### src/verilog/ks10_settings.svh
/*
 * KS10 bus settings
 * memory size, I/O windows, responder latencies and bus timeout
 */
`ifndef KS10_SETTINGS_SVH
`define KS10_SETTINGS_SVH

////////////////////////////////////////
// main memory
////////////////////////////////////////

// words of main memory, answered when the I/O flag is low
`define KS10_MEM_WORDS 1024

////////////////////////////////////////
// I/O address windows
////////////////////////////////////////

// console mailbox words
`define KS10_CONS_BASE  18'o200000
`define KS10_CONS_WORDS 4

// adapter register file
`define KS10_UBA_BASE  18'o763000
`define KS10_UBA_WORDS 16

////////////////////////////////////////
// acknowledge latencies in cycles
////////////////////////////////////////

`define KS10_MEM_LAT  2
`define KS10_CONS_LAT 1
`define KS10_UBA_LAT  3

// cycles without acknowledge before nonexistent memory
`define KS10_NXM_TIMEOUT 8

`endif

### src/verilog/ks10Pkg.sv
/*
 * KS10 bus types
 * data word and physical address shared by the bus responders
 */
package ks10Pkg;

   ////////////////////////////////////////
   // data word
   ////////////////////////////////////////

   // one 36-bit word
   // bit 0 is the most significant bit, as on the KS10
   // bit 35 is the least significant bit
   typedef logic [0:35] ks10Word_t;

   ////////////////////////////////////////
   // address
   ////////////////////////////////////////

   // 18-bit physical or I/O address
   // same numbering as the data word
   // low order bits select a word inside a window
   typedef logic [0:17] ks10Addr_t;

   // memory space is selected with the I/O flag low
   // I/O space is selected with the I/O flag high
   // both spaces share this address type

endpackage

### src/verilog/consRegs.sv
/*
 * KS10 console registers
 * mailbox words in I/O space with a one-cycle acknowledge
 */
`timescale 1ns/10ps
`include "ks10_settings.svh"

module consRegs (
   input  logic               clk,
   input  logic               rstN,
   input  logic               busREQ,
   input  logic               busIO,
   input  logic               busWRITE,
   input  ks10Pkg::ks10Addr_t busADDR,
   input  ks10Pkg::ks10Word_t busDATA,
   output logic               consACK,
   output ks10Pkg::ks10Word_t consDATA
);
   import ks10Pkg::*;

   localparam int unsigned addrW  = $bits(ks10Addr_t);
   localparam int unsigned consAw = $clog2(`KS10_CONS_WORDS);

   ks10Word_t         mbox [`KS10_CONS_WORDS];
   logic [consAw-1:0] consIdx;
   logic              consHit;
   ks10Word_t         rdData;

   ////////////////////////////////////////
   // window decode
   ////////////////////////////////////////

   // window is aligned so the low bits pick the mailbox
   assign consIdx = busADDR[addrW-consAw:addrW-1];

   assign consHit = busREQ && busIO &&
                    (busADDR >= ks10Addr_t'(`KS10_CONS_BASE)) &&
                    (busADDR <  ks10Addr_t'(`KS10_CONS_BASE + `KS10_CONS_WORDS));

   ////////////////////////////////////////
   // mailbox words and acknowledge
   ////////////////////////////////////////

   // mailboxes read zero after reset
   always_ff @(posedge clk or negedge rstN) begin
      if (!rstN) begin
         for (int i = 0; i < `KS10_CONS_WORDS; i++) begin
            mbox[i] <= '0;
         end
         consACK <= 1'b0;
      end else begin
         if (consHit && busWRITE) begin
            mbox[consIdx] <= busDATA;
         end
         consACK <= consHit;
      end
   end

   // read word, zero on a write
   always_ff @(posedge clk) begin
      rdData <= (consHit && !busWRITE) ? mbox[consIdx] : '0;
   end

   assign consDATA = consACK ? rdData : '0;

endmodule

### config.mk
export PLATFORM = sky130hd
export DESIGN_NAME = consRegs
export DESIGN_NICKNAME = d
export VERILOG_FILES = /design/src/verilog/ks10Pkg.sv /design/src/verilog/consRegs.sv
export VERILOG_INCLUDE_DIRS = /design/src /design/src/verilog
export SDC_FILE = /design/constraint.sdc
export NUM_CORES = 1
export LEC_CHECK = 0
export ABC_AREA = 1
export BUFFER_PORTS_ARGS = -buffer_cell sky130_fd_sc_hd__buf_2
export CAP_MARGIN = 10
export CORE_MARGIN = 3
export CORE_UTILIZATION = 60
export CTS_CLUSTER_DIAMETER = 120
export DETAILED_ROUTE_END_ITERATION = 8
export GPL_TIMING_DRIVEN = 0
export PLACE_DENSITY = 0.82
export SLEW_MARGIN = 20
export SYNTH_ARGS = -nofsm -noshare
export SYNTH_HDL_FRONTEND = slang
export SYNTH_SLANG_ARGS = --single-unit
### constraint.sdc
create_clock -name clk -period 3.6 [get_ports clk]
set_clock_uncertainty 0.2 [all_clocks]
set_input_delay 0.36 -clock clk [delete_from_list [all_inputs] [get_ports clk]]
set_output_delay 0.36 -clock clk [all_outputs]
set_load 0.005 [all_outputs]
Yosys cells after proc, flatten, opt, wreduce, memory -nomap -nowiden
Index checks and enable logic that the tools add are counted.
{ "totals": {"ff_bits": 181, "latchBits": 0, "ramBits": 0, "mem_bits_ro": 0, "mem_count": 0} }
{ "op_classes": {"n_addsub": 0, "n_mul": 0, "div_mod_pow": 0, "order_cmp": 4, "eq_ne": 0, "n_shift": 0, "mux": 7, "n_bitwise": 1, "n_reduce_logical": 7} }
{ "op_table": {"columns": ["cell", "count"], "rows": [
  ["bitwise mux 144 bit", 1],
  ["2-to-1 mux 36 bit", 4],
  ["binary-select mux 36 bit (select 2 bit)", 1],
  ["demux 36 bit (select 2 bit)", 1],
  [">= comparator 18 x 17 -> 1 bit, second input constant", 1],
  ["< comparator 18 x 17 -> 1 bit, second input constant", 1],
  ["logical AND 1 bit", 6],
  [">= comparator 3 bit, second input constant", 1],
  ["< comparator 3 x 1 -> 1 bit, second input constant", 1],
  ["inverter 2 -> 3 bit", 1],
  ["zero test 1 bit", 1]
]} }

Logic depth before layout (Yosys ltp)
{ "depth": {"ltp_word": 6, "ltp_mapped": 9, "depth_no_buf": 8} }

Least setup slack after synthesis
Ideal clock, no wire load.
{ "synth_path": {"path_kind": "input to register", "start": "input port busADDR[3]", "end": "register mbox[44] (netlist bit)", "setup_ns": 0.117, "t_arrival_ns": 1.387, "path_slack_ns": 1.896, "stages": 8, "n_path_buf": 1, "cell_sequence": "or2_0 nor2_1 nand2_1 nor2_4 nand3_2 buf_6 nand2_1 nand2_1"} }
{ "synth_between": {"elab_chain_len": 4, "elab_cells_between_ends": 5, "classes_between": "order compare (2); reduce/logical (3)"} }
{ "synth_lines": {"columns": ["element", "line", "rtl"], "rows": [
  ["from (decl)", "consRegs.sv:14", "input ks10Pkg::ks10Addr_t busADDR,"],
  [">= comparator 18 x 17 -> 1 bit", "consRegs.sv:37", "(busADDR >= ks10Addr_t'(`KS10_CONS_BASE)) &&"],
  ["logical AND 1 bit", "consRegs.sv:36", "assign consHit = busREQ && busIO &&"],
  ["logical AND 1 bit *", "consRegs.sv:36", null],
  ["via consHit", "consRegs.sv:26", "logic consHit;"],
  ["logical AND 1 bit *", "consRegs.sv:52", "if (consHit && busWRITE) begin"],
  ["to (signal, indexed assignment)", "consRegs.sv:53", "mbox[consIdx] <= busDATA;"],
  ["to (decl)", "consRegs.sv:24", "ks10Word_t mbox [`KS10_CONS_WORDS];"]
]} }
Mark *: on every way through the listed nets, which the timed path passes. The rest lies on a longest branch.
A chain may end at the register's enable or synchronous reset.

Worst setup path after layout
{ "layout_path": {"start": "register consACK", "end": "output port consDATA[22]"} }
{ "layout_between": {"elab_chain_len": 1} }
{ "layout_lines": {"columns": ["element", "line", "rtl"], "rows": [
  ["from (decl)", "consRegs.sv:16", "output logic consACK,"],
  ["from (signal assigned)", "consRegs.sv:55", "consACK <= consHit;"],
  ["2-to-1 mux 36 bit", "consRegs.sv:64", "assign consDATA = consACK ? rdData : '0;"],
  ["to (decl)", "consRegs.sv:17", "output ks10Pkg::ks10Word_t consDATA"]
]} }
Every way passes these cells.

==> impl_metrics.xml <==
<?xml version="1.0" encoding="UTF-8"?>
<metrics>
  <group name="power">
    <metric name="power_frac_seq" unit="%">47.5</metric>
    <metric name="pwr-share-clk" unit="%">48.1</metric>
    <metric name="reported_net_switching_power" unit="uW">913</metric>
    <metric name="power_density" unit="mW/mm^2">456</metric>
    <metric name="cell_internal_pwr" unit="mW">3.35</metric>
    <metric name="max-vdd-ir-drop" unit="mV">0.342</metric>
    <metric name="combinationalPowerShare" unit="%">4.3</metric>
    <metric name="switching_share" unit="%">21.4</metric>
    <metric name="total_leakage_power" unit="nW">5.29</metric>
  </group>
  <group name="routing">
    <metric name="routedWlPerCell" unit="um">16.8</metric>
    <metric name="remaining_drc_errors" unit="">0</metric>
    <metric name="initialDrtViolationCount" unit="">766</metric>
    <metric name="drt-vias-per-instance" unit="">5.52</metric>
    <metric name="drt.antenna.violating_nets" unit="">0</metric>
    <metric name="drt-total-wl" unit="um">22100</metric>
    <metric name="drt_first_pass_iters" unit="">5</metric>
    <metric name="via_count" unit="">7268</metric>
  </group>
  <group name="final_layout">
    <metric name="post_layout_util" unit="%">72.9</metric>
    <metric name="layout.cell_area.non_filler" unit="sq mm">0.00936</metric>
    <metric name="area_delta_synth_final" unit="%">17.4</metric>
    <metric name="drive_above_1_share" unit="%">14.6</metric>
    <metric name="design.final.nets" unit="">1191</metric>
    <metric name="antenna_cells" unit="">0</metric>
  </group>
  <group name="yosys">
    <metric name="post-synth-top-count-cell" unit="">nand2_1</metric>
    <metric name="post_synth_instance_area" unit="sq mm">0.00797</metric>
    <metric name="synthesized_nets" unit="">1076</metric>
    <metric name="syn-mean-instance-area" unit="sq um">7.84</metric>
    <metric name="synthDominantCellAreaShare" unit="%">45.5</metric>
    <metric name="post_synth_num_cell_types" unit="">19</metric>
    <metric name="synth.largest_area_cell" unit="">dfrtp_1</metric>
    <metric name="syn-instance-count" unit="">1017</metric>
    <metric name="synth_area_leaders" unit="">dfrtp_1, nand2_1, nand3_1, dfxtp_1, inv_1</metric>
    <metric name="synthTopCellsByCount" unit="">nand2_1, dfrtp_1, nand3_1, inv_1, nor2_1</metric>
    <metric name="ys_flop_type" unit="">dfrtp_1</metric>
    <metric name="synth_warnings" unit="">0</metric>
    <metric name="synth-seq-cells" unit="">181</metric>
    <metric name="share_of_flip_flops_with_an_asynchronous_set_or_reset" unit="%">80.1</metric>
    <metric name="yosysSeqAreaShare" unit="%">54.6</metric>
    <metric name="synth_enable_flop_cells" unit="">0</metric>
  </group>
  <group name="hold_path">
    <metric name="worst_hold_path.num_cells" unit="">3</metric>
    <metric name="min_to" unit="">mbox[100]</metric>
    <metric name="worst_hold_startpoint" unit="">busDATA[28]</metric>
    <metric name="worstHoldPathType" unit="">in2reg</metric>
  </group>
  <group name="run">
    <metric name="cap_viol_max_count" unit="">0</metric>
  </group>
  <group name="clock_tree">
    <metric name="numCtsBuffers" unit="">17</metric>
    <metric name="clk_latency" unit="ns">0.43</metric>
    <metric name="post-cts-setup-buffer-count" unit="">0</metric>
    <metric name="clock_tree_sinks" unit="">181</metric>
    <metric name="cts.htree.levels" unit="">4</metric>
    <metric name="cts_tree" unit="">yes</metric>
    <metric name="cts.reportedPaths.clkPinSlew" unit="ns">0.07</metric>
    <metric name="clockBufferDepth" unit="">2</metric>
    <metric name="cts-root-buf" unit="">clkbuf_16</metric>
  </group>
  <group name="grt">
    <metric name="antenna_found_initial" unit="">0</metric>
    <metric name="first_pass_grt_wire_length" unit="um">35100</metric>
    <metric name="global_route.usage.total" unit="%">31.3</metric>
    <metric name="grt_start_max_net_pins" unit="">83</metric>
    <metric name="grt_pass1_vias" unit="">6824</metric>
    <metric name="grt_overflow_total" unit="">0</metric>
  </group>
  <group name="place">
    <metric name="dp_slack" unit="ns">1.30</metric>
    <metric name="place_congestion" unit="">0.860</metric>
    <metric name="placement.cell_area" unit="sq mm">0.00869</metric>
    <metric name="place.port_buffers" unit="">94</metric>
    <metric name="hpwl" unit="um">14100</metric>
  </group>
  <group name="timing">
    <metric name="post-route-min-period" unit="ns">2.70</metric>
    <metric name="report.final.slew_viol_count" unit="">0</metric>
    <metric name="period_share" unit="%">75.0</metric>
    <metric name="highest_clock_frequency_the_design_can_meet" unit="MHz">370</metric>
    <metric name="final-setup-viol-count" unit="">0</metric>
    <metric name="setup_repair_after_global_routing_missed_its_margin" unit="">false</metric>
    <metric name="slew_headroom" unit="%">41.9</metric>
    <metric name="worst_max_slew_pin_slew" unit="ns">0.871</metric>
    <metric name="setup_total_negative_slack" unit="ns">0</metric>
    <metric name="finalHoldViolations" unit="">0</metric>
    <metric name="setup_slack" unit="ns">0.900</metric>
  </group>
  <group name="worst_setup_path">
    <metric name="rr_endpoint" unit="">rdData[33]</metric>
    <metric name="path_max_fanout" unit="">10</metric>
    <metric name="arrival" unit="ns">2.14</metric>
    <metric name="regToRegSetupSlack" unit="ns">2.43</metric>
    <metric name="worstSetupStartpointType" unit="">flip-flop</metric>
    <metric name="worstReg2RegStart" unit="">mbox[141]</metric>
    <metric name="critical_path_required" unit="ns">3.04</metric>
    <metric name="timing.setup.critical_path_class" unit="">reg2out</metric>
    <metric name="reg2regPathDepth" unit="">4</metric>
    <metric name="critPathCaptureType" unit="">output pin</metric>
  </group>
  <group name="die">
    <metric name="core_region_area" unit="sq mm">0.0128</metric>
    <metric name="floorplan.die_area" unit="sq mm">0.0147</metric>
    <metric name="die_y" unit="um">121</metric>
    <metric name="chipWidth" unit="um">121</metric>
    <metric name="std_cell_rows" unit="">41</metric>
    <metric name="floorplan.io_pins" unit="">96</metric>
    <metric name="start_util" unit="%">62.2</metric>
  </group>
  <group name="status">
    <metric name="run_status" unit="">completed</metric>
  </group>
</metrics>
## how the worst max path moves through the flow
stage | from | end | slack [ns] | cells past startpoint
after global routing | consACK | consDATA[22] | 0.78 | 5
after global placement | rstN | mbox[17] | -0.09 | 1
after floorplan | busADDR[3] | mbox[44] | 1.90 | 8
after detailed placement | busADDR[0] | rdData[13] | 1.30 | 6
final | consACK | consDATA[22] | 0.90 | 5
after CTS | consACK | consDATA[22] | 0.94 | 5
## critical path, stage by stage, from the launching register on
cell and delay, ns:
dfrtp_1 0.34, clkbuf_1 0.44, clkbuf_1 0.56, nand2_1 0.13
inv_1 0.13, buf_2 0.12
## cell families after synthesis
family,count (synthesis),share of synthesized area (%)
and+or+nand+nor,657,33.8
buffers and inverters,124,7.55
AOI/OAI and AO/OA,55,4.11
DFF,181,54.6
## power groups by stage
stage	Clock [mW]	Sequential, mW	Combinational, mW
after floorplan	0	2.07	0.0513
after global placement	0	2.07	0.176
after detailed placement	0	2.07	0.180
after CTS	2.04	2.03	0.182
after global routing	2.13	2.03	0.198
final	2.05	2.03	0.185
## layer usage
metal | track usage [%] | vias up | part of all wire, % | routed length, um
met5 | 0 | - | 0 | 0
met4 | 11.5 | 0 | 2.3 | 517
met3 | 6.20 | 42 | 11 | 2390
met2 | 50.1 | 382 | 47 | 10400
met1 | 42.9 | 3429 | 40 | 8750
li1 | - | 3415 | - | -
## state kept, by name, indices dropped and copies added, names as in the netlist
signal,cells
consACK,1
rdData,36
mbox,144
## cell type report
| type | count | area, sq um |
|---|---|---|
| flip-flops and latches | 181 | 4350 |
| fillers | 1004 | 3470 |
| multi-input cells | 712 | 3020 |
| repair buffers | 96 | 518 |
| clock buffers | 23 | 478 |
| plain buffers | 62 | 369 |
| inverters | 62 | 233 |
| well taps | 172 | 215 |
| clock inverters | 9 | 173 |
## cells in the final DEF, fill, tap and decap left out, types with 24 or more instances in the layout
cell type / n
a21oi_1: 34
nand2_1: 461
dfxtp_1: 36
dfrtp_1: 145
buf_2: 106
nor2_1: 43
inv_1: 59
nand3_1: 145
clkbuf_1: 24
## metrics by stage
step	power, mW	hold slack, ns	std cells
6_report	4.26	0.00688	1317
3_3_place_gp	2.24	0.253	1283
5_1_grt	4.36	0.00683	1317
2_1_floorplan	2.12	-0.136	1017
4_1_cts	4.25	0.00469	1317
3_5_place_dp	2.25	0.191	1284
## what timing repair did
item / 4_1_cts / 5_1_grt
gates resized for setup: 0 / 0
hold buffers: 1 / 0
endpoints found under the hold margin: 81 / 0
setup endpoints to repair: 0 / 0
Note: power is estimated with default switching activity, not from simulation.
