## src/verilog/ks10_settings.svh

```systemverilog
/*
 * KS10 bus settings
 * memory size, I/O windows, responder latencies and bus timeout
 */
`ifndef KS10_SETTINGS_SVH
`define KS10_SETTINGS_SVH

////////////////////////////////////////
// main memory
////////////////////////////////////////

// words of main memory, answered when the I/O flag is low
`define KS10_MEM_WORDS 1024

////////////////////////////////////////
// I/O address windows
////////////////////////////////////////

// console mailbox words
`define KS10_CONS_BASE  18'o200000
`define KS10_CONS_WORDS 4

// adapter register file
`define KS10_UBA_BASE  18'o763000
`define KS10_UBA_WORDS 16

////////////////////////////////////////
// acknowledge latencies in cycles
////////////////////////////////////////

`define KS10_MEM_LAT  2
`define KS10_CONS_LAT 1
`define KS10_UBA_LAT  3

// cycles without acknowledge before nonexistent memory
`define KS10_NXM_TIMEOUT 8

`endif

```

## src/verilog/ks10Pkg.sv

```systemverilog
/*
 * KS10 bus types
 * data word and physical address shared by the bus responders
 */
package ks10Pkg;

   ////////////////////////////////////////
   // data word
   ////////////////////////////////////////

   // one 36-bit word
   // bit 0 is the most significant bit, as on the KS10
   // bit 35 is the least significant bit
   typedef logic [0:35] ks10Word_t;

   ////////////////////////////////////////
   // address
   ////////////////////////////////////////

   // 18-bit physical or I/O address
   // same numbering as the data word
   // low order bits select a word inside a window
   typedef logic [0:17] ks10Addr_t;

   // memory space is selected with the I/O flag low
   // I/O space is selected with the I/O flag high
   // both spaces share this address type

endpackage

```

## src/verilog/arb.sv

```systemverilog
/*
 * KS10 bus arbiter
 * acknowledge merge, priority read mux and nonexistent-memory timeout
 */
`timescale 1ns/10ps
`include "ks10_settings.svh"

module arb (
   input  logic               clk,
   input  logic               rstN,
   input  logic               busREQ,
   input  logic               memACK,
   input  logic               consACK,
   input  logic               ubaACK,
   input  ks10Pkg::ks10Word_t memDATA,
   input  ks10Pkg::ks10Word_t consDATA,
   input  ks10Pkg::ks10Word_t ubaDATA,
   output logic               arbACK,
   output ks10Pkg::ks10Word_t arbDATA,
   output logic               nxm
);

   localparam int unsigned cntW = $clog2(`KS10_NXM_TIMEOUT + 1);

   // a request is outstanding
   logic            busy;
   logic [cntW-1:0] nxmCount;

   ////////////////////////////////////////
   // acknowledge merge and data mux
   ////////////////////////////////////////

   assign arbACK = memACK | ubaACK | consACK;

   // memory first, then adapter, then console
   always_comb begin
      if (memACK) begin
         arbDATA = memDATA;
      end else if (ubaACK) begin
         arbDATA = ubaDATA;
      end else if (consACK) begin
         arbDATA = consDATA;
      end else begin
         arbDATA = '0;
      end
   end

   ////////////////////////////////////////
   // nonexistent memory timeout
   ////////////////////////////////////////

   // the sampling edge counts as the first cycle without acknowledge
   always_ff @(posedge clk or negedge rstN) begin
      if (!rstN) begin
         busy     <= 1'b0;
         nxmCount <= '0;
      end else if (busREQ) begin
         busy     <= 1'b1;
         nxmCount <= cntW'(1);
      end else if (arbACK || nxm) begin
         busy     <= 1'b0;
         nxmCount <= '0;
      end else if (busy) begin
         nxmCount <= nxmCount + 1'b1;
      end
   end

   // one cycle, then the request is dropped
   assign nxm = busy && (nxmCount == cntW'(`KS10_NXM_TIMEOUT));

   // responders decode disjoint windows
   ackOneHot: assert property (@(posedge clk) disable iff (!rstN)
      $onehot0({memACK, consACK, ubaACK}))
      else $error("more than one responder acknowledged");

   // new request only once the previous one has ended
   reqIdle: assert property (@(posedge clk) disable iff (!rstN)
      busREQ |-> (!busy || arbACK || nxm))
      else $error("busREQ while a request is outstanding");

endmodule

```

## config.mk

```make
export PLATFORM = sky130hd
export DESIGN_NAME = arb
export DESIGN_NICKNAME = d
export VERILOG_FILES = /design/src/verilog/ks10Pkg.sv /design/src/verilog/arb.sv
export VERILOG_INCLUDE_DIRS = /design/src /design/src/verilog
export SDC_FILE = /design/constraint.sdc
export NUM_CORES = 1
export LEC_CHECK = 0
export BUFFER_PORTS_ARGS = -buffer_cell sky130_fd_sc_hd__buf_2
export CAP_MARGIN = 20
export CORE_MARGIN = 2
export CORE_UTILIZATION = 26
export CTS_BUF_LIST = sky130_fd_sc_hd__clkbuf_16
export DETAILED_ROUTE_END_ITERATION = 10
export PLACE_DENSITY = 0.78
export SYNTH_ARGS = -nofsm -noshare
export SYNTH_HDL_FRONTEND = slang
export SYNTH_SLANG_ARGS = --single-unit
export TNS_END_PERCENT = 50
```

## constraint.sdc

```tcl
create_clock -name clk -period 1.55 [get_ports clk]
set_clock_uncertainty 0.1 [all_clocks]
set_input_delay 0.465 -clock clk [delete_from_list [all_inputs] [get_ports clk]]
set_output_delay 0.465 -clock clk [all_outputs]
set_load 0.005 [all_outputs]
```

======== Word level (Yosys, flattened, before mapping) ========
Index checks and enable logic that the tools add are counted.
storage, ports and cells
  output and inout port bits .............. 38
  input port bits ......................... 114
  word-level logic and storage cells ...... 18
  bits in registers ....................... 5
cells by class
  equal/unequal tests ..................... 1
  muxes and demuxes ....................... 8
  reductions and logical operators ........ 4
  bitwise logic cells ..................... 2
  $add $sub $neg .......................... 1
operator list
  cell                   number
  $mux W36               3
  $mux W4                3
  $add A4 B1 Y4 const B  1
  $eq A4 B4 Y1 const B   1
  $reduce_bool A3 Y1     1
  $mux W1                2
  $or A1 B1 Y1           2
  $reduce_bool A2 Y1     1
  $logic_and A1 B1 Y1    1
  $logic_or A1 B1 Y1     1

======== Logic depth before layout (Yosys ltp) ========
Gate-level depths: netlist (run 1).
  depth after elaboration ................. 5
  depth in mapped cells ................... 5
  mapped depth without buffers ............ 5

======== Worst setup path after synthesis (run 1) ========
Ideal clock, no wire load.
  path kind ............................... input-to-output
  start ................................... input port consACK
  end ..................................... output port arbDATA[10]
  data required time ...................... 985 ps
  stages on the path ...................... 5
  data arrival time ....................... 1175 ps
  path slack .............................. -190 ps
  path buffers ............................ 2
  path through ............................ nor2b_1 buf_2 buf_2 a22oi_1 o21ai_0
between the ends
  longest elaborated chain between the ends .. 3
ends and longest elaborated chain
  item             RTL line   RTL
  start, declared  arb.sv:13  input logic consACK,
  $mux W36         arb.sv:41  end else if (consACK) begin
  $mux W36         arb.sv:39  end else if (ubaACK) begin
  $mux W36         arb.sv:37  if (memACK) begin
  end, declared    arb.sv:19  output ks10Pkg::ks10Word_t arbDATA,
No other way between the ends.

======== Worst setup path in the final report (run 1) ========
  start ................................... input port ubaACK
  end ..................................... output port arbDATA[17]
between the ends
  longest elaborated chain between the ends .. 2
ends and longest elaborated chain
  item             RTL line   RTL
  start, declared  arb.sv:14  input logic ubaACK,
  $mux W36         arb.sv:39
  $mux W36         arb.sv:37
No other way between the ends.

==> run_results.csv, run 1 <==
group,metric,value,unit
die,die_w,64.0,um
timing,fin_hold_ws,0.375,ns
cells_and_area,syn_to_final_growth,131,%
die,die_h,64.0,um
logic_synthesis,ys_seq_area_frac,0.134,
setup_path,path_class,"in2out",
global_routing,grt.overflow.total,0,
power_and_ir_drop,pwr-share-clk,0.382,
power_and_ir_drop,fin_total_pwr,1.09,mW
logic_synthesis,synthesis.nets,265,
worst_hold_path,min_delay_worst_endpoint,"nxmCount[2]",
route,routed_via_density,4.85,
global_routing,gr-usage-met2,0.378,
power_and_ir_drop,p_sw_frac,0.295,
cts,clkLatencyLatePin,0.23,ns
timing,relSlewSlack,0.789,
setup_path,end_kind,"output port",
cts,cts.htree.levels,1,
worst_hold_path,hold_class,"in2reg",
setup_path,critPathRequiredTime,0.98,ns
power_and_ir_drop,sequentialPowerShare,0.125,
timing,setup_viol,38,
setup_path,regToRegSetupSlack,0.14,ns
setup_path,crit_chain,"buf_8, nor2b_4, buf_12, buf_4, a22oi_2, o21ai_1, buf_2",
power_and_ir_drop,p_per_area,506,nW/um2
route,wire_per_inst,13.1,um
global_routing,grtUsageMet3,0.0299,
placement,pre_cts_slack,-0.370,ns
setup_path,r2r-start,"nxmCount[0]",
cells_and_area,final_cell_area,2160,um2
placement,dp.cells,340,
cts,clkTransAtPathRegs,0.03,ns
cells_and_area,fin_nets,421,
power_and_ir_drop,combPwrFrac,0.493,
setup_path,worst_path_max_delay_cell,"buf_4",
setup_path,crit_path_start_kind,"input pin",
route,drcViolationCount,0,
route,finalWirelength,4570,um
logic_synthesis,syn-cell-area,937,um2
power_and_ir_drop,p_switching,0.323,mW
worst_hold_path,hp-start,"busREQ",
logic_synthesis,ys_seq_elements,5,
setup_path,cpPeakStageDelay,0.16,ns
logic_synthesis,synth-edff-count,0,
timing,fmax,530,MHz
status,violations,"negative setup slack",
die,core,3390,um2
power_and_ir_drop,irDropWorstVdd,648,uV
timing,tns,-10.74,ns
die,num_rows,21,
placement,dp_hpwl,3230,um
global_routing,grt_start_max_net_pins,46,
cts,cts_sinks,5,
timing,hold_viol_final,0,
timing,rsz0062_at_grt,"true",
cells_and_area,final_core_util,0.638,
global_routing,grt_usage,0.189,
setup_path,worst-path-max-fanout,6,
setup_path,ff2ff_path_depth,5,
run,cap_violations,0,
logic_synthesis,yosysWarnings,0,
die,start_util,0.276,
logic_synthesis,synth_ff_type,"dfrtp_1",
timing,min_period,1.89,ns
global_routing,antenna_found_initial,0,
route,vias,1699,
cells_and_area,regArea,125,um2
placement,port_buffers,151,
die,ioPinCount,152,
timing,timing.final.max_slew_violations,0,
worst_hold_path,whs_path_depth,2,
cells_and_area,multi_input_area,907,um2
cts,cts_inserted_buffers,3,
logic_synthesis,ys_types,20,
placement,gp_congestion,0.833,
cells_and_area,fillCellCount,325,
cells_and_area,layout-drive-gt1-share,0.678,
logic_synthesis,syn_avg_cell_area,6.29,um2
setup_path,rr_endpoint,"nxmCount[3]",
global_routing,grt_pass1_wl,6240,um
cells_and_area,finalNonFillerCells,350,
global_routing,use_met1,0.197,
cells_and_area,n_antenna_cell,0,
route,drtPass1Iterations,4,
setup_path,critPathArrivalTime,1.32,ns
timing,finalWorstSetupSlack,-0.337,ns
global_routing,busiest_layer,"met2",
cts,clockBufferDepth,2,
logic_synthesis,synthCells,149,
global_routing,grt_pass1_vias,1482,
timing,finalCritPeriodShare,1.22,
timing,worst_pin_slew,0.316,ns
status,status,"finished with violations",
die,die_area,4100,um2
power_and_ir_drop,p_int,0.772,mW
placement,dpl_cell_area,1790,um2
route,ant_nets,0,
cts,cts-root-buf,"clkbuf_16",
cts,cts_tree,"built",
power_and_ir_drop,p_leak,1.12,nW
logic_synthesis,synthArstFlopShare,1.00,
route,drt_iter0_drc,61,
## power groups by stage
stage	Sequential, mW	Clock, mW	Combinational (mW)
detailed placement	0.138	0	0.441
floorplan	0.141	0	0.193
global route	0.137	0.430	0.593
CTS	0.137	0.424	0.466
global placement	0.138	0	0.435
finish	0.137	0.417	0.540
## metal layers
metal	wire length [um]	part of all wire
met5	0	0
met4	30	0.0066
met3	338	0.074
met2	2580	0.56
met1	1630	0.36
## state kept, by name, indices dropped and copies added, names as in the netlist
register and count:
busy 1, nxmCount 4
## placed cells by master (no fill, tap or decap), types with 2 or more instances in the layout
cell,instances
a21o_1,2
a22oi_1,2
a22oi_2,34
buf_12,4
buf_2,147
buf_4,7
buf_6,4
buf_8,2
clkbuf_16,4
dfrtp_1,5
ha_1,2
inv_1,3
nand2_1,37
nor3_1,2
o21ai_1,36
xor2_1,3
## cell families (layout without fill, tap and decap cells)
group | after synthesis | in the layout | share of synthesized area
adder cells (fa/ha/maj) | 2 | 2 | 0.0267
multiplexers | 1 | 1 | 0.0107
flip-flops | 5 | 5 | 0.134
XOR/XNOR | 3 | 3 | 0.0280
AO/OA/AOI/OAI | 74 | 74 | 0.497
AND/OR/NAND/NOR | 46 | 46 | 0.211
buffers and inverters | 18 | 173 | 0.0935
## worst max path at each step
stage,from,to,slack (ns),depth (start not counted)
6_report,ubaACK,arbDATA[17],-0.34,7
5_1_grt,ubaACK,arbDATA[34],-0.36,7
4_1_cts,ubaACK,arbDATA[34],-0.31,6
3_5_place_dp,ubaACK,arbDATA[35],-0.37,6
3_3_place_gp,ubaACK,arbDATA[0],-0.34,6
2_1_floorplan,consACK,arbDATA[11],-0.09,5
## synthesized netlist by cell type (3+ instances only)
cell type	count	area, um2
buf_2	4	20.0
dfrtp_1	5	125
nand2_1	37	139
xor2_1	3	26.3
o21ai_0	27	135
clkbuf_1	10	37.5
o21ai_1	9	45.0
nor3_1	3	15.0
a22oi_1	36	270
## worst max-delay path: cells and delay by family
| family | cells | cell delay (ns) |
|---|---|---|
| AOI/OAI and AO/OA | 2 | 0.19 |
| buffers and inverters | 4 | 0.54 |
| and+or+nand+nor | 1 | 0.12 |
## repair_timing
item | 4_1_cts | 5_1_grt
hold buffers | 1 | 0
endpoints found under the setup margin | 39 | 39
gates cloned | 2 | 2
buffers inserted | 0 | 1
pin swaps | 5 | 6
endpoints found under the hold margin | 5 | 0
gates resized for setup | 17 | 38
## final cells by class
type / instances / share of cell area
repair buffers: 167 / 0.456
multi-input cells: 126 / 0.420
flip-flops and latches: 5 / 0.0579
clock buffers: 3 / 0.0347
well taps: 46 / 0.0266
inverters: 2 / 0.00347
clock inverters: 1 / 0.00174
Power figures use the tool's default switching activity.
==> run 2, diff against run 1 <==
SETUP_SLACK_MARGIN = 0.2   (was unset)
clock period = 1.6 ns   (was 1.55 ns; I/O delays follow)
==> run 2 against run 1 <==
  * Count of clock-buffer cells in the layout stayed put
  * The flow still finishes with violations (negative setup slack)
  * Critical path type unchanged
  * Via count rose by 1.2%
  * Die area stayed put
  * Largest power group unchanged
  * Final cell count up 1.4%
  * Combinational power is 5.0% lower
  * Flip-flop and latch count stayed put
  * Design area down 1.0%
  * First-iteration DRC count rose by 20%
  * Worst setup slack improved by 0.027 ns
  * Largest cell class unchanged
  * Sequential power down 3%
==> run_results.csv, run 2 (synthesis gave the netlist of run 1 again) <==
group,metric,value,unit
setup_path,end_kind,"output port",
timing,rsz0062_at_grt,"true",
timing,timing.final.max_slew_violations,0,
cells_and_area,layout_common_cells,"buf_2, nand2_1, o21ai_1, a22oi_2, a22oi_1",
die,die_area,4100,um2
cells_and_area,mostFrequentLayoutCell,"buf_2",
run,cap_violations,0,
timing,hold_viol_final,0,
timing,tns,-9.77,ns
cts,cts.htree.levels,1,
global_routing,grt.overflow.total,0,
route,drcViolationCount,0,
cells_and_area,fin_nets,426,
cts,clkLatencyLatePin,0.22,ns
power_and_ir_drop,p_per_area,488,nW/um2
timing,min_period,1.91,ns
placement,pre_cts_slack,-0.335,ns
timing,relSlewSlack,0.825,
route,vias,1719,
route,routed_via_density,4.84,
route,drt_iter0_drc,73,
global_routing,grt_usage,0.210,
route,finalWirelength,4700,um
power_and_ir_drop,pwr-share-clk,0.382,
placement,gp_congestion,0.792,
setup_path,path_class,"in2out",
power_and_ir_drop,p_switching,0.302,mW
setup_path,worst-path-max-fanout,9,
power_and_ir_drop,p_int,0.743,mW
placement,dp_hpwl,3510,um
cells_and_area,n_antenna_cell,0,
cells_and_area,largest-register,"nxmCount",
cts,cts_sinks,5,
cells_and_area,layout-drive-gt1-share,0.657,
timing,fmax,524,MHz
cts,cts_inserted_buffers,3,
route,wire_per_inst,13.2,um
setup_path,critPathRequiredTime,1.02,ns
power_and_ir_drop,p_leak,1.14,nW
power_and_ir_drop,fin_total_pwr,1.04,mW
global_routing,antenna_found_initial,0,
status,status,"finished with violations",
timing,setup_viol,38,
power_and_ir_drop,irDropWorstVdd,578,uV
route,drtPass1Iterations,4,
worst_hold_path,hold_class,"in2reg",
status,violations,"negative setup slack",
cts,cts-root-buf,"clkbuf_16",
timing,fin_hold_ws,0.429,ns
die,start_util,0.276,
cts,cts_tree,"built",
cts,clkTransAtPathRegs,0.03,ns
placement,port_buffers,151,
global_routing,grt_start_max_net_pins,36,
timing,worst_pin_slew,0.255,ns
global_routing,grt_pass1_vias,1616,
setup_path,regToRegSetupSlack,0.20,ns
timing,finalWorstSetupSlack,-0.310,ns
power_and_ir_drop,sequentialPowerShare,0.127,
timing,finalCritPeriodShare,1.19,
setup_path,critPathArrivalTime,1.33,ns
die,die_w,64.0,um
setup_path,crit_path_start_kind,"input pin",
global_routing,grt_pass1_wl,7000,um
die,die_h,64.0,um
power_and_ir_drop,combPwrFrac,0.491,
cells_and_area,reg.largest.list,"nxmCount x4, busy x1",
power_and_ir_drop,p_sw_frac,0.289,
cells_and_area,largest_reg_flops,4,
route,ant_nets,0,
die,ioPinCount,152,
die,num_rows,21,
cts,clockBufferDepth,2,
die,core,3390,um2
cells_and_area,syn_to_final_growth,128,%
## run 2: cell type report
type / instances / area, um2
timing repair buffer: 172 / 1010
inverter: 2 / 7.51
tap: 46 / 57.6
sequential: 5 / 125
clock inverter: 1 / 3.75
clock buffer: 3 / 75.1
fill: 311 / 1250
multi-input combinational: 126 / 865
## run 2: timing repair
item                                    in CTS  in global routing
cloned                                       3                  1
gates resized for setup                     22                 24
endpoints found under the setup margin      41                 42
pin swaps                                    7                  7
hold endpoints to repair                     5                  0
setup buffers                                0                  2
hold buffers                                 1                  0
## run 2: critical path: stages
cell	delay, ns
buf_6	0.09
nor2b_4	0.13
buf_12	0.13
buf_6	0.14
a22oi_1	0.15
o21ai_1	0.08
buf_2	0.13
## run 2: stage by stage
stage / instance area [um2] / std cells / util
2_1_floorplan: 977 / 149 / -
3_3_place_gp: 1830 / 344 / 0.540
3_5_place_dp: 1830 / 344 / 0.540
4_1_cts: 2010 / 352 / 0.592
5_1_grt: 2140 / 355 / 0.631
6_report: 2140 / 355 / 0.631
## run 2: path summary, 6_finish.rpt
path                        startpoint           to  cells after the start
setup / recovery               consACK  arbDATA[32]                      7
hold / removal                  busREQ  nxmCount[1]                      2
setup reg to reg           nxmCount[0]  nxmCount[1]                      5
hold reg to reg                   busy         busy                      2
max in group asynchronous         rstN  nxmCount[3]                      2
min in group asynchronous         rstN  nxmCount[0]                      2
## run 2: per-layer routing
layer,GRT usage,vias up,share of wire
met5,0,-,0
met4,0.0679,0,0.017
met3,0.0211,8,0.069
met2,0.414,81,0.53
met1,0.230,756,0.38
li1,-,874,-
## run 2: power by group through the flow
stage / logic (mW) / clock network [mW] / registers (mW)
floorplan: 0.187 / 0 / 0.136
global placement: 0.434 / 0 / 0.134
detailed placement: 0.440 / 0 / 0.134
CTS: 0.472 / 0.404 / 0.133
global route: 0.567 / 0.412 / 0.133
finish: 0.513 / 0.399 / 0.133
