**config.mk**
```make
export PLATFORM = sky130hd
export DESIGN_NAME = ubaRegs
export DESIGN_NICKNAME = d
export VERILOG_FILES = /design/src/verilog/ks10Pkg.sv /design/src/verilog/ubaRegs.sv
export VERILOG_INCLUDE_DIRS = /design/src /design/src/verilog
export SDC_FILE = /design/constraint.sdc
export NUM_CORES = 1
export LEC_CHECK = 0
export ABC_AREA = 1
export BUFFER_PORTS_ARGS = -buffer_cell sky130_fd_sc_hd__buf_4
export CELL_PAD_IN_SITES_DETAIL_PLACEMENT = 0
export CELL_PAD_IN_SITES_GLOBAL_PLACEMENT = 2
export CORE_ASPECT_RATIO = 1.4
export CORE_MARGIN = 2
export CORE_UTILIZATION = 37
export CTS_CLUSTER_SIZE = 16
export DETAILED_ROUTE_END_ITERATION = 12
export GPL_ROUTABILITY_DRIVEN = 0
export PLACE_DENSITY = 0.77
export SLEW_MARGIN = 20
export SYNTH_ARGS = -nofsm -noshare
export SYNTH_HDL_FRONTEND = slang
export SYNTH_SLANG_ARGS = --single-unit
```
**constraint.sdc**
```tcl
create_clock -name clk -period 1.33 [get_ports clk]
set_clock_uncertainty 0.1 [all_clocks]
set_input_delay 0.133 -clock clk [delete_from_list [all_inputs] [get_ports clk]]
set_output_delay 0.133 -clock clk [all_outputs]
set_load 0.005 [all_outputs]
```
**src/verilog/ks10_settings.svh**
```systemverilog
/*
 * KS10 bus settings
 * memory size, I/O windows, responder latencies and bus timeout
 */
`ifndef KS10_SETTINGS_SVH
`define KS10_SETTINGS_SVH

////////////////////////////////////////
// main memory
////////////////////////////////////////

// words of main memory, answered when the I/O flag is low
`define KS10_MEM_WORDS 1024

////////////////////////////////////////
// I/O address windows
////////////////////////////////////////

// console mailbox words
`define KS10_CONS_BASE  18'o200000
`define KS10_CONS_WORDS 4

// adapter register file
`define KS10_UBA_BASE  18'o763000
`define KS10_UBA_WORDS 16

////////////////////////////////////////
// acknowledge latencies in cycles
////////////////////////////////////////

`define KS10_MEM_LAT  2
`define KS10_CONS_LAT 1
`define KS10_UBA_LAT  3

// cycles without acknowledge before nonexistent memory
`define KS10_NXM_TIMEOUT 8

`endif

```
**src/verilog/ks10Pkg.sv**
```systemverilog
/*
 * KS10 bus types
 * data word and physical address shared by the bus responders
 */
package ks10Pkg;

   ////////////////////////////////////////
   // data word
   ////////////////////////////////////////

   // one 36-bit word
   // bit 0 is the most significant bit, as on the KS10
   // bit 35 is the least significant bit
   typedef logic [0:35] ks10Word_t;

   ////////////////////////////////////////
   // address
   ////////////////////////////////////////

   // 18-bit physical or I/O address
   // same numbering as the data word
   // low order bits select a word inside a window
   typedef logic [0:17] ks10Addr_t;

   // memory space is selected with the I/O flag low
   // I/O space is selected with the I/O flag high
   // both spaces share this address type

endpackage

```
**src/verilog/ubaRegs.sv**
```systemverilog
/*
 * KS10 bus adapter registers
 * sixteen I/O registers behind a three-stage acknowledge delay
 */
`timescale 1ns/10ps
`include "ks10_settings.svh"

module ubaRegs (
   input  logic               clk,
   input  logic               rstN,
   input  logic               busREQ,
   input  logic               busIO,
   input  logic               busWRITE,
   input  ks10Pkg::ks10Addr_t busADDR,
   input  ks10Pkg::ks10Word_t busDATA,
   output logic               ubaACK,
   output ks10Pkg::ks10Word_t ubaDATA
);
   import ks10Pkg::*;

   localparam int unsigned addrW = $bits(ks10Addr_t);
   localparam int unsigned ubaAw = $clog2(`KS10_UBA_WORDS);

   ks10Word_t        ubaReg [`KS10_UBA_WORDS];
   logic [ubaAw-1:0] ubaIdx;
   logic             ubaHit;
   // stage 0 is loaded on the sampling edge
   logic [2:0]       ackPipe;
   ks10Word_t        rdPipe [3];

   ////////////////////////////////////////
   // window decode
   ////////////////////////////////////////

   assign ubaIdx = busADDR[addrW-ubaAw:addrW-1];

   // I/O space, inside the adapter window
   assign ubaHit = busREQ && busIO &&
                   (busADDR >= ks10Addr_t'(`KS10_UBA_BASE)) &&
                   (busADDR <  ks10Addr_t'(`KS10_UBA_BASE + `KS10_UBA_WORDS));

   ////////////////////////////////////////
   // register file
   ////////////////////////////////////////

   always_ff @(posedge clk or negedge rstN) begin
      if (!rstN) begin
         for (int i = 0; i < `KS10_UBA_WORDS; i++) begin
            ubaReg[i] <= '0;
         end
      end else if (ubaHit && busWRITE) begin
         ubaReg[ubaIdx] <= busDATA;
      end
   end

   ////////////////////////////////////////
   // slow adapter bus delay
   ////////////////////////////////////////

   // acknowledge shifts one stage per cycle
   always_ff @(posedge clk or negedge rstN) begin
      if (!rstN) begin
         ackPipe <= '0;
      end else begin
         ackPipe <= {ackPipe[1:0], ubaHit};
      end
   end

   // read word travels beside the acknowledge
   always_ff @(posedge clk) begin
      rdPipe[0] <= (ubaHit && !busWRITE) ? ubaReg[ubaIdx] : '0;
      rdPipe[1] <= rdPipe[0];
      rdPipe[2] <= rdPipe[1];
   end

   assign ubaACK  = ackPipe[2];
   // zero outside the acknowledge
   assign ubaDATA = ubaACK ? rdPipe[2] : '0;

endmodule

```
Word level (Yosys, flattened, before mapping)
Memories as Yosys holds them, arrays and structs flattened.
Cells that the tools add are included.
{"block": "totals", "ff_bits": 579, "ram_bits": 108, "inputBits": 59, "word_cells": 38, "memories": 1}
{"name": "rdPipe", "depth": 3, "word_bits": 36, "rd": 3, "rd_ports_with_merged_regs": 0, "write_ports": 3, "line_no": "ubaRegs.sv:29", "source": "ks10Word_t rdPipe [3];"}
{"block": "op_classes", "n_lt_le_gt_ge": 4, "n_mux": 8, "bitwise_logic": 1, "n_reduce_logical": 7}
{"operator": "576-bit bitwise mux", "count": 1}
{"operator": "36-bit two-way mux", "count": 5}
{"operator": "36-bit binary-select mux with 4-bit select", "count": 1}
{"operator": "36-bit demux with 4-bit select", "count": 1}
{"operator": "18-bit >= comparator, second input constant", "count": 1}
{"operator": "18-bit < comparator, second input constant", "count": 1}
{"operator": "1-bit logical AND", "count": 6}
{"operator": "5-bit >= comparator, second input constant", "count": 1}
{"operator": "5-bit by 1-bit < comparator with 1-bit output, second input constant", "count": 1}
{"operator": "4-bit NOT with 5-bit output", "count": 1}
{"operator": "1-bit logical NOT", "count": 1}

Longest topological paths before layout
Gate-level depths: netlist (run 1).
{"block": "logic_depth", "ltp_word": 6, "mapped_depth": 12, "mapped_depth_nobuf": 9}

Least setup slack after synthesis (run 1)
No wires, ideal clock.
{"block": "synth_path", "kind": "in2reg", "startpoint": "input port busADDR[11]", "endpoint": "register ubaReg[329] in the netlist's numbering", "setup_ps": 117, "arrival_time_ps": 1181, "t_required_ps": 1113, "setup_slack_ps": -68, "stages": 10, "cell_sequence": "inv_1 -> nand2_1 -> nor2_1 -> nand2_1 -> nor2_4 -> buf_8 -> nand3_4 -> buf_2 -> nand2_1 -> nand2_1"}
{"block": "synth_between", "elab_chain_len": 4}
{"element": "from (decl)", "line_no": "ubaRegs.sv:14", "source": "input ks10Pkg::ks10Addr_t busADDR,"}
{"element": "18-bit >= comparator", "line_no": "ubaRegs.sv:39", "source": "(busADDR >= ks10Addr_t'(`KS10_UBA_BASE)) &&"}
{"element": "1-bit logical AND", "line_no": "ubaRegs.sv:38", "source": "assign ubaHit = busREQ && busIO &&"}
{"element": "1-bit logical AND (*)", "line_no": "ubaRegs.sv:38"}
{"element": "1-bit logical AND (*)", "line_no": "ubaRegs.sv:51", "source": "end else if (ubaHit && busWRITE) begin"}
{"element": "to (signal, indexed assignment)", "line_no": "ubaRegs.sv:52", "source": "ubaReg[ubaIdx] <= busDATA;"}
{"element": "to (decl)", "line_no": "ubaRegs.sv:24", "source": "ks10Word_t ubaReg [`KS10_UBA_WORDS];"}
Every way passes the cells marked *; elsewhere a longest branch is shown, timed or not.
A chain may end at the register's enable or synchronous reset.

Worst setup path after layout (run 1)
{"block": "layout_path", "startpoint": "register ackPipe[2]", "endpoint": "output port ubaDATA[5]"}
{"block": "layout_between", "elab_chain_len": 1}
{"element": "from (decl)", "line_no": "ubaRegs.sv:28", "source": "logic [2:0] ackPipe;"}
{"element": "from (signal assigned)", "line_no": "ubaRegs.sv:65", "source": "ackPipe <= {ackPipe[1:0], ubaHit};"}
{"element": "36-bit two-way mux", "line_no": "ubaRegs.sv:78", "source": "assign ubaDATA = ubaACK ? rdPipe[2] : '0;"}
{"element": "to (decl)", "line_no": "ubaRegs.sv:17", "source": "output ks10Pkg::ks10Word_t ubaDATA"}
Every way passes these cells.

==> results.cfg, run 1 <==
[flow_run]
cap_violations = 0

[synthesis]
synth_top_area_share_pct = 43.4
yosys-top-cells-area = dfrtp_1 43%, nand2_1 30%, nand4_1 11%, dfxtp_1 6.5%, buf_2 2.9%
synth.distinct_cells = 21
synth_area_um2 = 33400
synth.net_count = 4611
syn_area_per_cell_um2 = 7.34
yosysTopAreaCell = dfrtp_1
synth_seq_cells = 687
seq_area_frac_synth_pct = 49.8
netlist_instances = 4552
yosysWarnings = 0

[timing]
maxSlewViolCount = 0
hold_viol_final = 0
min_period_ps = 1800
fmax_mhz = 555
totalNegativeSetupSlack_ps = -14800
rsz0062_at_grt = true
setup_slack_ps = -472
finalCritPeriodShare_pct = 135
setup_violations = 44
relSlewSlack_pct = 63.1
worst_pin_slew_ps = 552

[power]
seq_power_share_pct = 45.4
p_switching_w = 0.0114
power_frac_clock_pct = 47.1
p_total_w = 0.0459
leakagePower_nw = 22.7
power_frac_comb_pct = 7.5
netSwitchingFraction_pct = 24.9
intPower_w = 0.0345
p_per_area_nw_per_um2 = 1110
peakVddDrop_uv = 766

[clock_tree]
cts.sinks = 687
cts-htree-levels = 3
cts_tree = done
clock_path_buffers = 3
insertion_delay_ps = 640
numCtsBuffers = 73
clk_pin_slew_ps = 60
cts_root_buffer = clkbuf_16

[finish]
drive_gt1_share_pct = 13.1
area_growth_syn_to_layout_pct = 23.4
fin_cells = 5939
fillers = 9131
nets = 4747

[floorplanning]
rows = 130
start_util_pct = 37.3
die_y_um = 360
die_x_um = 258
fp.coreArea_um2 = 89600
io_pins = 96
die_area_um2 = 92700

[critical_path]
crit_slowest_cell = dfrtp_2
rr_worst_depth = 9
critPathLaunchType = register
crit_family = buffers and inverters
cp-end-kind = primary output
critical_path_required_ps = 1100
crit_fanout = 37
crit_type = reg2out
critPathArrivalTime_ps = 1570
crit_buf_inv = 3
cp_cell_sequence = buf_12 > nand2_1 > inv_1 > buf_4
cp.depth = 4
cpPeakStageDelay_ps = 370

[grt]
grt_util_all_layers_pct = 28.6
grt_pass1_vias = 31109
grt_pass1_wl_um = 201000
gr-total-overflow = 0
grt_max_degree = 71
antenna_found_initial = 3

[placement]
dpl.hpwl_um = 81900
port-buffer-count = 95
placed_cells = 5761

[detailed_routing]
via_per_inst = 5.25
wl_um = 133000
drtIter0Drc = 2778
wire_per_inst_um = 22.4
num_vias = 31177
first_pass_iters = 6
ant_nets = 0
drcViolationCount = 0

[min_path]
min_path_type = in2reg
whs_path_depth = 7

[outcome]
status = complete, but fails checks
violations = setup timing
==> cells in the final DEF (no fill, tap or decap), types with 11 or more instances in the layout <==
cell type	Yosys	routed
nand2_1	2709	2706
dfrtp_1	579	578
nand4_1	576	576
buf_4	4	269
buf_12	0	162
dfxtp_1	108	108
clkbuf_16	0	81
nor2_1	77	67
inv_1	40	39
dlygate4sd3_1	0	39
clkbuf_8	0	20
nor2_4	9	18
clkinv_2	0	17
nand3_4	15	15
clkbuf_1	168	11
==> synth_stat cells, drive strengths merged <==
| master | count |
|---|---|
| nand2 | 2716 |
| dfrtp | 579 |
| nand4 | 576 |
| buf | 246 |
| clkbuf | 168 |
| dfxtp | 108 |
| nor2 | 94 |
| inv | 44 |
| nand3 | 17 |
| clkinv | 4 |
==> path summary, 6_finish.rpt <==
| path | slack [ps] | from | end |
|---|---|---|---|
| setup reg to reg | 40 | ubaReg[111]$_DFFE_PN0P_ | rdPipe[0][3]$_SDFF_PN0_ |
| setup / recovery | -470 | ackPipe[2]$_DFF_PN0_ | ubaDATA[5] |
| max in group asynchronous | -20 | rstN | ubaReg[336]$_DFFE_PN0P_ |
| hold reg to reg | 220 | rdPipe[0][41]$_DFF_P_ | rdPipe[0][77]$_DFF_P_ |
| min in group asynchronous | 150 | rstN | ubaReg[410]$_DFFE_PN0P_ |
| hold / removal | 30 | busADDR[6] | ubaReg[290]$_DFFE_PN0P_ |
==> flip-flops by register name (all words and copies together) (netlist names) <==
signal and flops:
ubaReg 576, rdPipe 108, ackPipe 3
==> per-layer routing <==
metal	wire [um]	track usage [%]	vias up
met5	13	0	-
met4	3940	9.00	2
li1	-	-	14827
met1	58800	38.3	15371
met2	64100	48.1	782
met3	6000	3.51	195
==> logic make-up after synthesis <==
logic type             after synthesis  share of synthesized area [%]
flip-flops                         687                           49.8
AND/OR/NAND/NOR                   3403                           43.5
buffers and inverters              462                           6.63
==> area by class of cell <==
| type | instances | area, um^2 | share of cell area, % |
|---|---|---|---|
| Clock buffer | 112 | 2340 | 5.69 |
| Clock inverter | 23 | 184 | 0.446 |
| Antenna cell | 3 | 7.51 | 0.0182 |
| Timing Repair Buffer | 475 | 5720 | 13.9 |
| Multi-Input combinational cell | 3403 | 14600 | 35.5 |
| Sequential cell | 687 | 16700 | 40.4 |
| Tap cell | 1188 | 1490 | 3.61 |
| Inverter | 48 | 193 | 0.468 |
==> stage by stage <==
step	hold WS, ps	util (%)	area [um^2]	setup WS (ps)
after floorplan	-263	-	33500	-43.3
after global placement	-52.5	42.7	38200	-455
after detailed placement	-52.3	42.7	38200	-451
after CTS	24.7	45.9	41200	-515
after global routing	46.8	46.0	41200	-541
final	33.5	46.0	41200	-472
==> tightest hold or removal path: cells and delay by family <==
kind	cells	cell delay [ps]
buf+inv	2	240
simple gates	5	350
==> power by group through the flow <==
| stage | Clock [W] | Sequential (W) | Combinational [W] |
|---|---|---|---|
| finish | 0.0216 | 0.0208 | 0.00345 |
| global route | 0.0229 | 0.0208 | 0.00361 |
| CTS | 0.0221 | 0.0208 | 0.00346 |
| detailed placement | 0 | 0.0212 | 0.00333 |
| global placement | 0 | 0.0212 | 0.00333 |
| floorplan | 0 | 0.0212 | 0.00110 |
==> repair_timing <==
action | CTS | global route
hold buffers | 39 | 1
endpoints found under the hold margin | 1155 | 9
pin swaps | 0 | 12
resized for setup | 3 | 12
cloned | 0 | 0
buffers inserted | 0 | 1
endpoints found under the setup margin | 39 | 57
(Power assumes the default switching activity.)
==> inputs of run 2 (changes only) <==
==> constraint.sdc (replaced) <==
create_clock -name clk -period 2 [get_ports clk]
set_clock_uncertainty 0.1 [all_clocks]
set_input_delay 0.2 -clock clk [delete_from_list [all_inputs] [get_ports clk]]
set_output_delay 0.2 -clock clk [all_outputs]
set_load 0.05 [all_outputs]
==> run 2 against run 1 <==
The run now ends clean. Sequential cell count unchanged. Highest routed layer unchanged. Non-clock buffer count shrank 133. Register-to-register slack improved by 610 ps.
==> results.cfg, run 2 (synthesis gave the netlist of run 1 again) <==
[clock_tree]
clk_pin_slew_ps = 60
cts_setup_buffers = 0
cts_tree = done
insertion_delay_ps = 650
numCtsBuffers = 76
cts-htree-levels = 3
cts.sinks = 687
cts_root_buffer = clkbuf_16
clock_path_buffers = 3

[critical_path]
critPathArrivalTime_ps = 1640
r2r_slack_ps = 650
r2r_start = ubaReg[510]$_DFFE_PN0P_
r2r_end = rdPipe[0][6]$_SDFF_PN0_
critPathLaunchType = register
endpoint = ubaDATA[9]
critical_path_required_ps = 1700
cp-end-kind = primary output
rr_worst_depth = 9
crit_fanout = 15
crit_type = reg2out
worstSetupStartpoint = ackPipe[2]$_DFF_PN0_

[timing]
setup_slack_ps = 60.4
maxSlewViolCount = 0
worst_pin_slew_ps = 518
min_period_ps = 1940
relSlewSlack_pct = 65.5
setup_violations = 0
fmax_mhz = 516
finalCritPeriodShare_pct = 97.0
totalNegativeSetupSlack_ps = 0
hold_viol_final = 0
rsz0062_at_grt = false

[power]
p_switching_w = 0.00760
peakVddDrop_uv = 468
power_frac_clock_pct = 48.2
p_per_area_nw_per_um2 = 779
intPower_w = 0.0230
leakagePower_nw = 21.7
power_frac_comb_pct = 6.5
seq_power_share_pct = 45.3
netSwitchingFraction_pct = 24.8

[finish]
seqCellArea_um2 = 16700
drive_gt1_share_pct = 10.2
top_register = ubaReg
top_regs = ubaReg: 576 flops, rdPipe: 108 flops, ackPipe: 3 flops
area_growth_syn_to_layout_pct = 17.7
nets = 4617
fin_cells = 5804
mostFrequentLayoutCells = 2709 x nand2_1, 578 x dfrtp_1, 576 x nand4_1, 210 x buf_4, 108 x dfxtp_1
fillers = 9235
mostFrequentLayoutCell = nand2_1
num_antenna_cells = 0
largest_register_ffs = 576
multi_input_area_um2 = 14600

[detailed_routing]
ant_nets = 0
wire_per_inst_um = 22.6
drcViolationCount = 0
num_vias = 30787
wl_um = 131000
first_pass_iters = 6
drtIter0Drc = 2856
via_per_inst = 5.30

[grt]
antenna_found_initial = 4
grt_pass1_wl_um = 199000
grt_pass1_vias = 30380
grt_util_all_layers_pct = 28.3
grt_max_degree = 92
gr-total-overflow = 0

[placement]
placed_cells = 5629
dp_slack_ps = 100
dpl.hpwl_um = 77500
port-buffer-count = 95

[floorplanning]
fp.coreArea_um2 = 89600
die_y_um = 360
die_x_um = 258
die_area_um2 = 92700
start_util_pct = 37.3
rows = 130
io_pins = 96

[outcome]
status = finished clean

[min_path]
min_path_type = in2reg

[flow_run]
cap_violations = 0
-- run 2: cell count changes in the layout (fill, tap and decap cells not counted), sizes merged --
cell         before  now
buf             436  304
bufinv            2    6
diode             3    0
clkbuf          112  110
clkinv           19   17
dlygate4sd3      39   38
inv              49   50
-- run 2: worst min path at each step --
stage,from,to,cells after the start
final,busADDR[1],ubaReg[543]$_DFFE_PN0P_,7
after detailed placement,rstN,ubaReg[337]$_DFFE_PN0P_,1
after floorplan,rstN,ackPipe[0]$_DFF_PN0_,0
after CTS,busADDR[1],ubaReg[543]$_DFFE_PN0P_,7
after global placement,rstN,ubaReg[337]$_DFFE_PN0P_,1
after global routing,rstN,ubaReg[335]$_DFFE_PN0P_,3
-- run 2: through the flow --
stage	hold WS [ps]	total power (W)	utilization (%)	instance area [um^2]
after detailed placement	0.306	0.0160	40.5	36300
after global routing	149	0.0315	43.9	39300
after CTS	86.3	0.0309	43.8	39300
after floorplan	-196	0.0149	-	33400
after global placement	7.44	0.0160	40.5	36300
final	123	0.0306	43.9	39300
-- run 2: timing repair --
| item | in CTS | in global routing |
|---|---|---|
| hold endpoints to repair | 1153 | 0 |
| resized for setup | 2 | 1 |
| pin swaps | 0 | 0 |
| endpoints found under the setup margin | 22 | 1 |
| hold buffers | 39 | 0 |
-- run 2: area by class of cell --
| cell class | instances | area share, % |
|---|---|---|
| inverter | 48 | 0.490 |
| clock buffer | 110 | 5.79 |
| tap | 1188 | 3.78 |
| clock inverter | 26 | 0.764 |
| timing repair buffer | 342 | 9.71 |
| sequential | 687 | 42.4 |
| multi-input combinational | 3403 | 37.1 |
-- run 2: per-layer routing --
layer  GRT usage, %  vias to the layer above  wire length, um
li1               -                    14553                -
met1           36.6                    15175            56200
met2           49.0                      849            65100
met3           2.83                      208             5860
met4           9.71                        2             4040
met5              0                        -               12
-- run 2: power by group through the flow --
| stage | Combinational [W] | Sequential [W] | Clock, W |
|---|---|---|---|
| floorplan | 0.000733 | 0.0141 | 0 |
| global placement | 0.00191 | 0.0141 | 0 |
| detailed placement | 0.00190 | 0.0141 | 0 |
| CTS | 0.00199 | 0.0139 | 0.0151 |
| global route | 0.00208 | 0.0139 | 0.0155 |
| finish | 0.00199 | 0.0139 | 0.0147 |
-- run 2: critical path, cell delays in order, from the launching register on --
cell	delay, ps
dfrtp_2	390
buf_4	230
nand2_1	70
inv_1	90
buf_4	200
==> inputs of run 3 (changes only) <==
--- a/config.mk
+++ b/config.mk
@@ -7,16 +7,17 @@
 export NUM_CORES = 1
 export LEC_CHECK = 0
 export ABC_AREA = 1
-export BUFFER_PORTS_ARGS = -buffer_cell sky130_fd_sc_hd__buf_4
 export CELL_PAD_IN_SITES_DETAIL_PLACEMENT = 0
 export CELL_PAD_IN_SITES_GLOBAL_PLACEMENT = 2
 export CORE_ASPECT_RATIO = 1.4
 export CORE_MARGIN = 2
-export CORE_UTILIZATION = 37
+export CORE_UTILIZATION = 42
+export CTS_BUF_LIST = sky130_fd_sc_hd__clkbuf_8
 export CTS_CLUSTER_SIZE = 16
 export DETAILED_ROUTE_END_ITERATION = 12
+export DONT_BUFFER_PORTS = 1
 export GPL_ROUTABILITY_DRIVEN = 0
-export PLACE_DENSITY = 0.77
+export PLACE_DENSITY = 0.85
 export SLEW_MARGIN = 20
 export SYNTH_ARGS = -nofsm -noshare
 export SYNTH_HDL_FRONTEND = slang
==> constraint.sdc (replaced) <==
create_clock -name clk -period 2.4 [get_ports clk]
set_clock_uncertainty 0.1 [all_clocks]
set_input_delay 0.24 -clock clk [delete_from_list [all_inputs] [get_ports clk]]
set_output_delay 0.24 -clock clk [all_outputs]
set_load 0.05 [all_outputs]
==> run 3 against run 2 <==
The flow now finishes with violations (hold timing, slew limit). Power decreased by 25%. Utilization grew 13 points. Sequential power is 17% lower. Clock power shrank 29%. Wire length barely moved. Critical path depth did not move. Sequential share of layout area fell by 5.1 points. First-iteration DRC count increased by 1.4%. Design area is 14% higher. Register-to-register slack worse by 560 ps.
==> results.cfg, run 3 (synthesis gave the netlist of run 1 again) <==
[critical_path]
crit_top_cell = dlygate4sd3_1
critPathLaunchType = input pin
crit_type = in2reg
rr_worst_depth = 10
r2r_end = rdPipe[0][27]$_SDFF_PN0_
critical_path_required_ps = 2950
cp-end-kind = register
crit_slowest_cell = dlygate4sd3_1
critPathArrivalTime_ps = 2950
cpPeakStageDelay_ps = 630
crit_fanout = 499
r2r_start = ubaReg[387]$_DFFE_PN0P_
r2r_slack_ps = 90
cp_cell_sequence = nand4_1 > dlygate4sd3_1 > nand2_1 > dlygate4sd3_1

[clock_tree]
clk_pin_slew_ps = 70
numCtsBuffers = 110
insertion_delay_ps = 780
cts-htree-levels = 3
cts_root_buffer = clkbuf_8
clock_path_buffers = 3
ctsHoldBuffers = 822
cts.sinks = 687
cts_tree = done

[floorplanning]
io_pins = 96
start_util_pct = 42.3
fp.coreArea_um2 = 78900
rows = 122
die_x_um = 242
die_y_um = 338
die_area_um2 = 81800

[power]
leakagePower_nw = 22.8
peakVddDrop_uv = 336
p_per_area_nw_per_um2 = 515

[detailed_routing]
drtIter0Drc = 2895
wl_um = 131000
first_pass_iters = 5
wire_per_inst_um = 20.8
via_per_inst = 5.46
drcViolationCount = 0
ant_nets = 0
num_vias = 34518

[outcome]
status = complete, but fails checks
violations = hold timing, slew limit

[timing]
totalNegativeSetupSlack_ps = 0
setup_violations = 0
hold_viol_final = 579
relSlewSlack_pct = -55.7
min_period_ps = 2400
fmax_mhz = 417
finalCritPeriodShare_pct = 99.9
rsz0062_at_grt = false
worst_hold_slack_ps = -915
maxSlewViolCount = 585
worst_pin_slew_ps = 2340

[finish]
multi_input_area_um2 = 14600
nets = 5230
area_growth_syn_to_layout_pct = 33.7
fillers = 7635
fin_cells = 6323
seqCellArea_um2 = 16700
drive_gt1_share_pct = 6.19
top_register = ubaReg
largest_register_ffs = 576
mostFrequentLayoutCell = nand2_1
mostFrequentLayoutCells = 2709 x nand2_1, 815 x dlygate4sd3_1, 578 x dfrtp_1, 576 x nand4_1, 146 x clkbuf_8
top_regs = ubaReg: 576 flops, rdPipe: 108 flops, ackPipe: 3 flops

[min_path]
min_path_type = in2async

[grt]
antenna_found_initial = 7
grt_max_degree = 580
grt_pass1_vias = 34832
grt_pass1_wl_um = 202000
gr-total-overflow = 0
grt_util_all_layers_pct = 31.8

[placement]
dpl.hpwl_um = 61700
placed_cells = 5289
port-buffer-count = 0

[flow_run]
cap_violations = 0
run 3: cell types whose count changed in the layout (fill, tap and decap cells not counted), sizes merged:
cell,change
dlygate4sd3,+777
buf,-203
inv,+40
clkbuf,+38
clkinv,-6
clkinvlp,+6
bufinv,-5
diode,+5
dlymetal6s4s,+1
run 3: worst max-delay path by stage:
stage	startpoint	endpoint	slack, ps	cells past startpoint
floorplan	ackPipe[2]$_DFF_PN0_	ubaDATA[10]	490	4
global placement	busADDR[0]	ubaReg[211]$_DFFE_PN0P_	390	6
detailed placement	busREQ	ubaReg[363]$_DFFE_PN0P_	350	10
CTS	ackPipe[2]$_DFF_PN0_	ubaDATA[8]	5	3
global route	ackPipe[2]$_DFF_PN0_	ubaDATA[2]	3	3
finish	busWRITE	ubaReg[429]$_DFFE_PN0P_	1	4
run 3: area by class of cell:
cell class | count | area share (%)
sequential | 687 | 37.3
multi-input combinational | 3403 | 32.8
timing repair buffer | 921 | 21.4
clock buffer | 144 | 4.44
tap | 1054 | 2.95
clock inverter | 61 | 0.645
inverter | 48 | 0.465
antenna | 5 | 0.0280
run 3: repair_timing:
action	4_1_cts	5_1_grt
cloned	0	2
hold endpoints to repair	1191	579
pin swaps	0	3
gates resized for setup	4	25
setup endpoints to repair	4	34
setup buffers	0	0
run 3: worst max-delay path, delay by kind of cell:
family / cells / cell delay (ps)
buffers and inverters: 2 / 1180
AND/OR/NAND/NOR: 2 / 610
run 3: metrics by stage:
stage / area [um^2] / utilization (%) / total power [W] / worst slack [ps] / hold WS (ps)
3_5_place_dp: 33900 / 42.9 / 0.0123 / 354 / -135
6_report: 44600 / 56.6 / 0.0230 / 1.35 / -915
2_1_floorplan: 33400 / - / 0.0124 / 491 / -156
3_3_place_gp: 33900 / 42.9 / 0.0123 / 387 / -136
5_1_grt: 44600 / 56.6 / 0.0236 / 3.20 / -959
4_1_cts: 44500 / 56.4 / 0.0231 / 5.24 / -958
run 3: layer usage:
metal | GRT usage, % | wire, um
met5 | 0 | 27
met3 | 4.44 | 7620
met1 | 38.7 | 53200
met2 | 55.4 | 64400
met4 | 15.2 | 6020
run 3: power breakdown:
part	internal (W)	switching (W)
clock network	0.00546	0.00499
logic	0.000177	0.000790
registers	0.0116	0.000000140
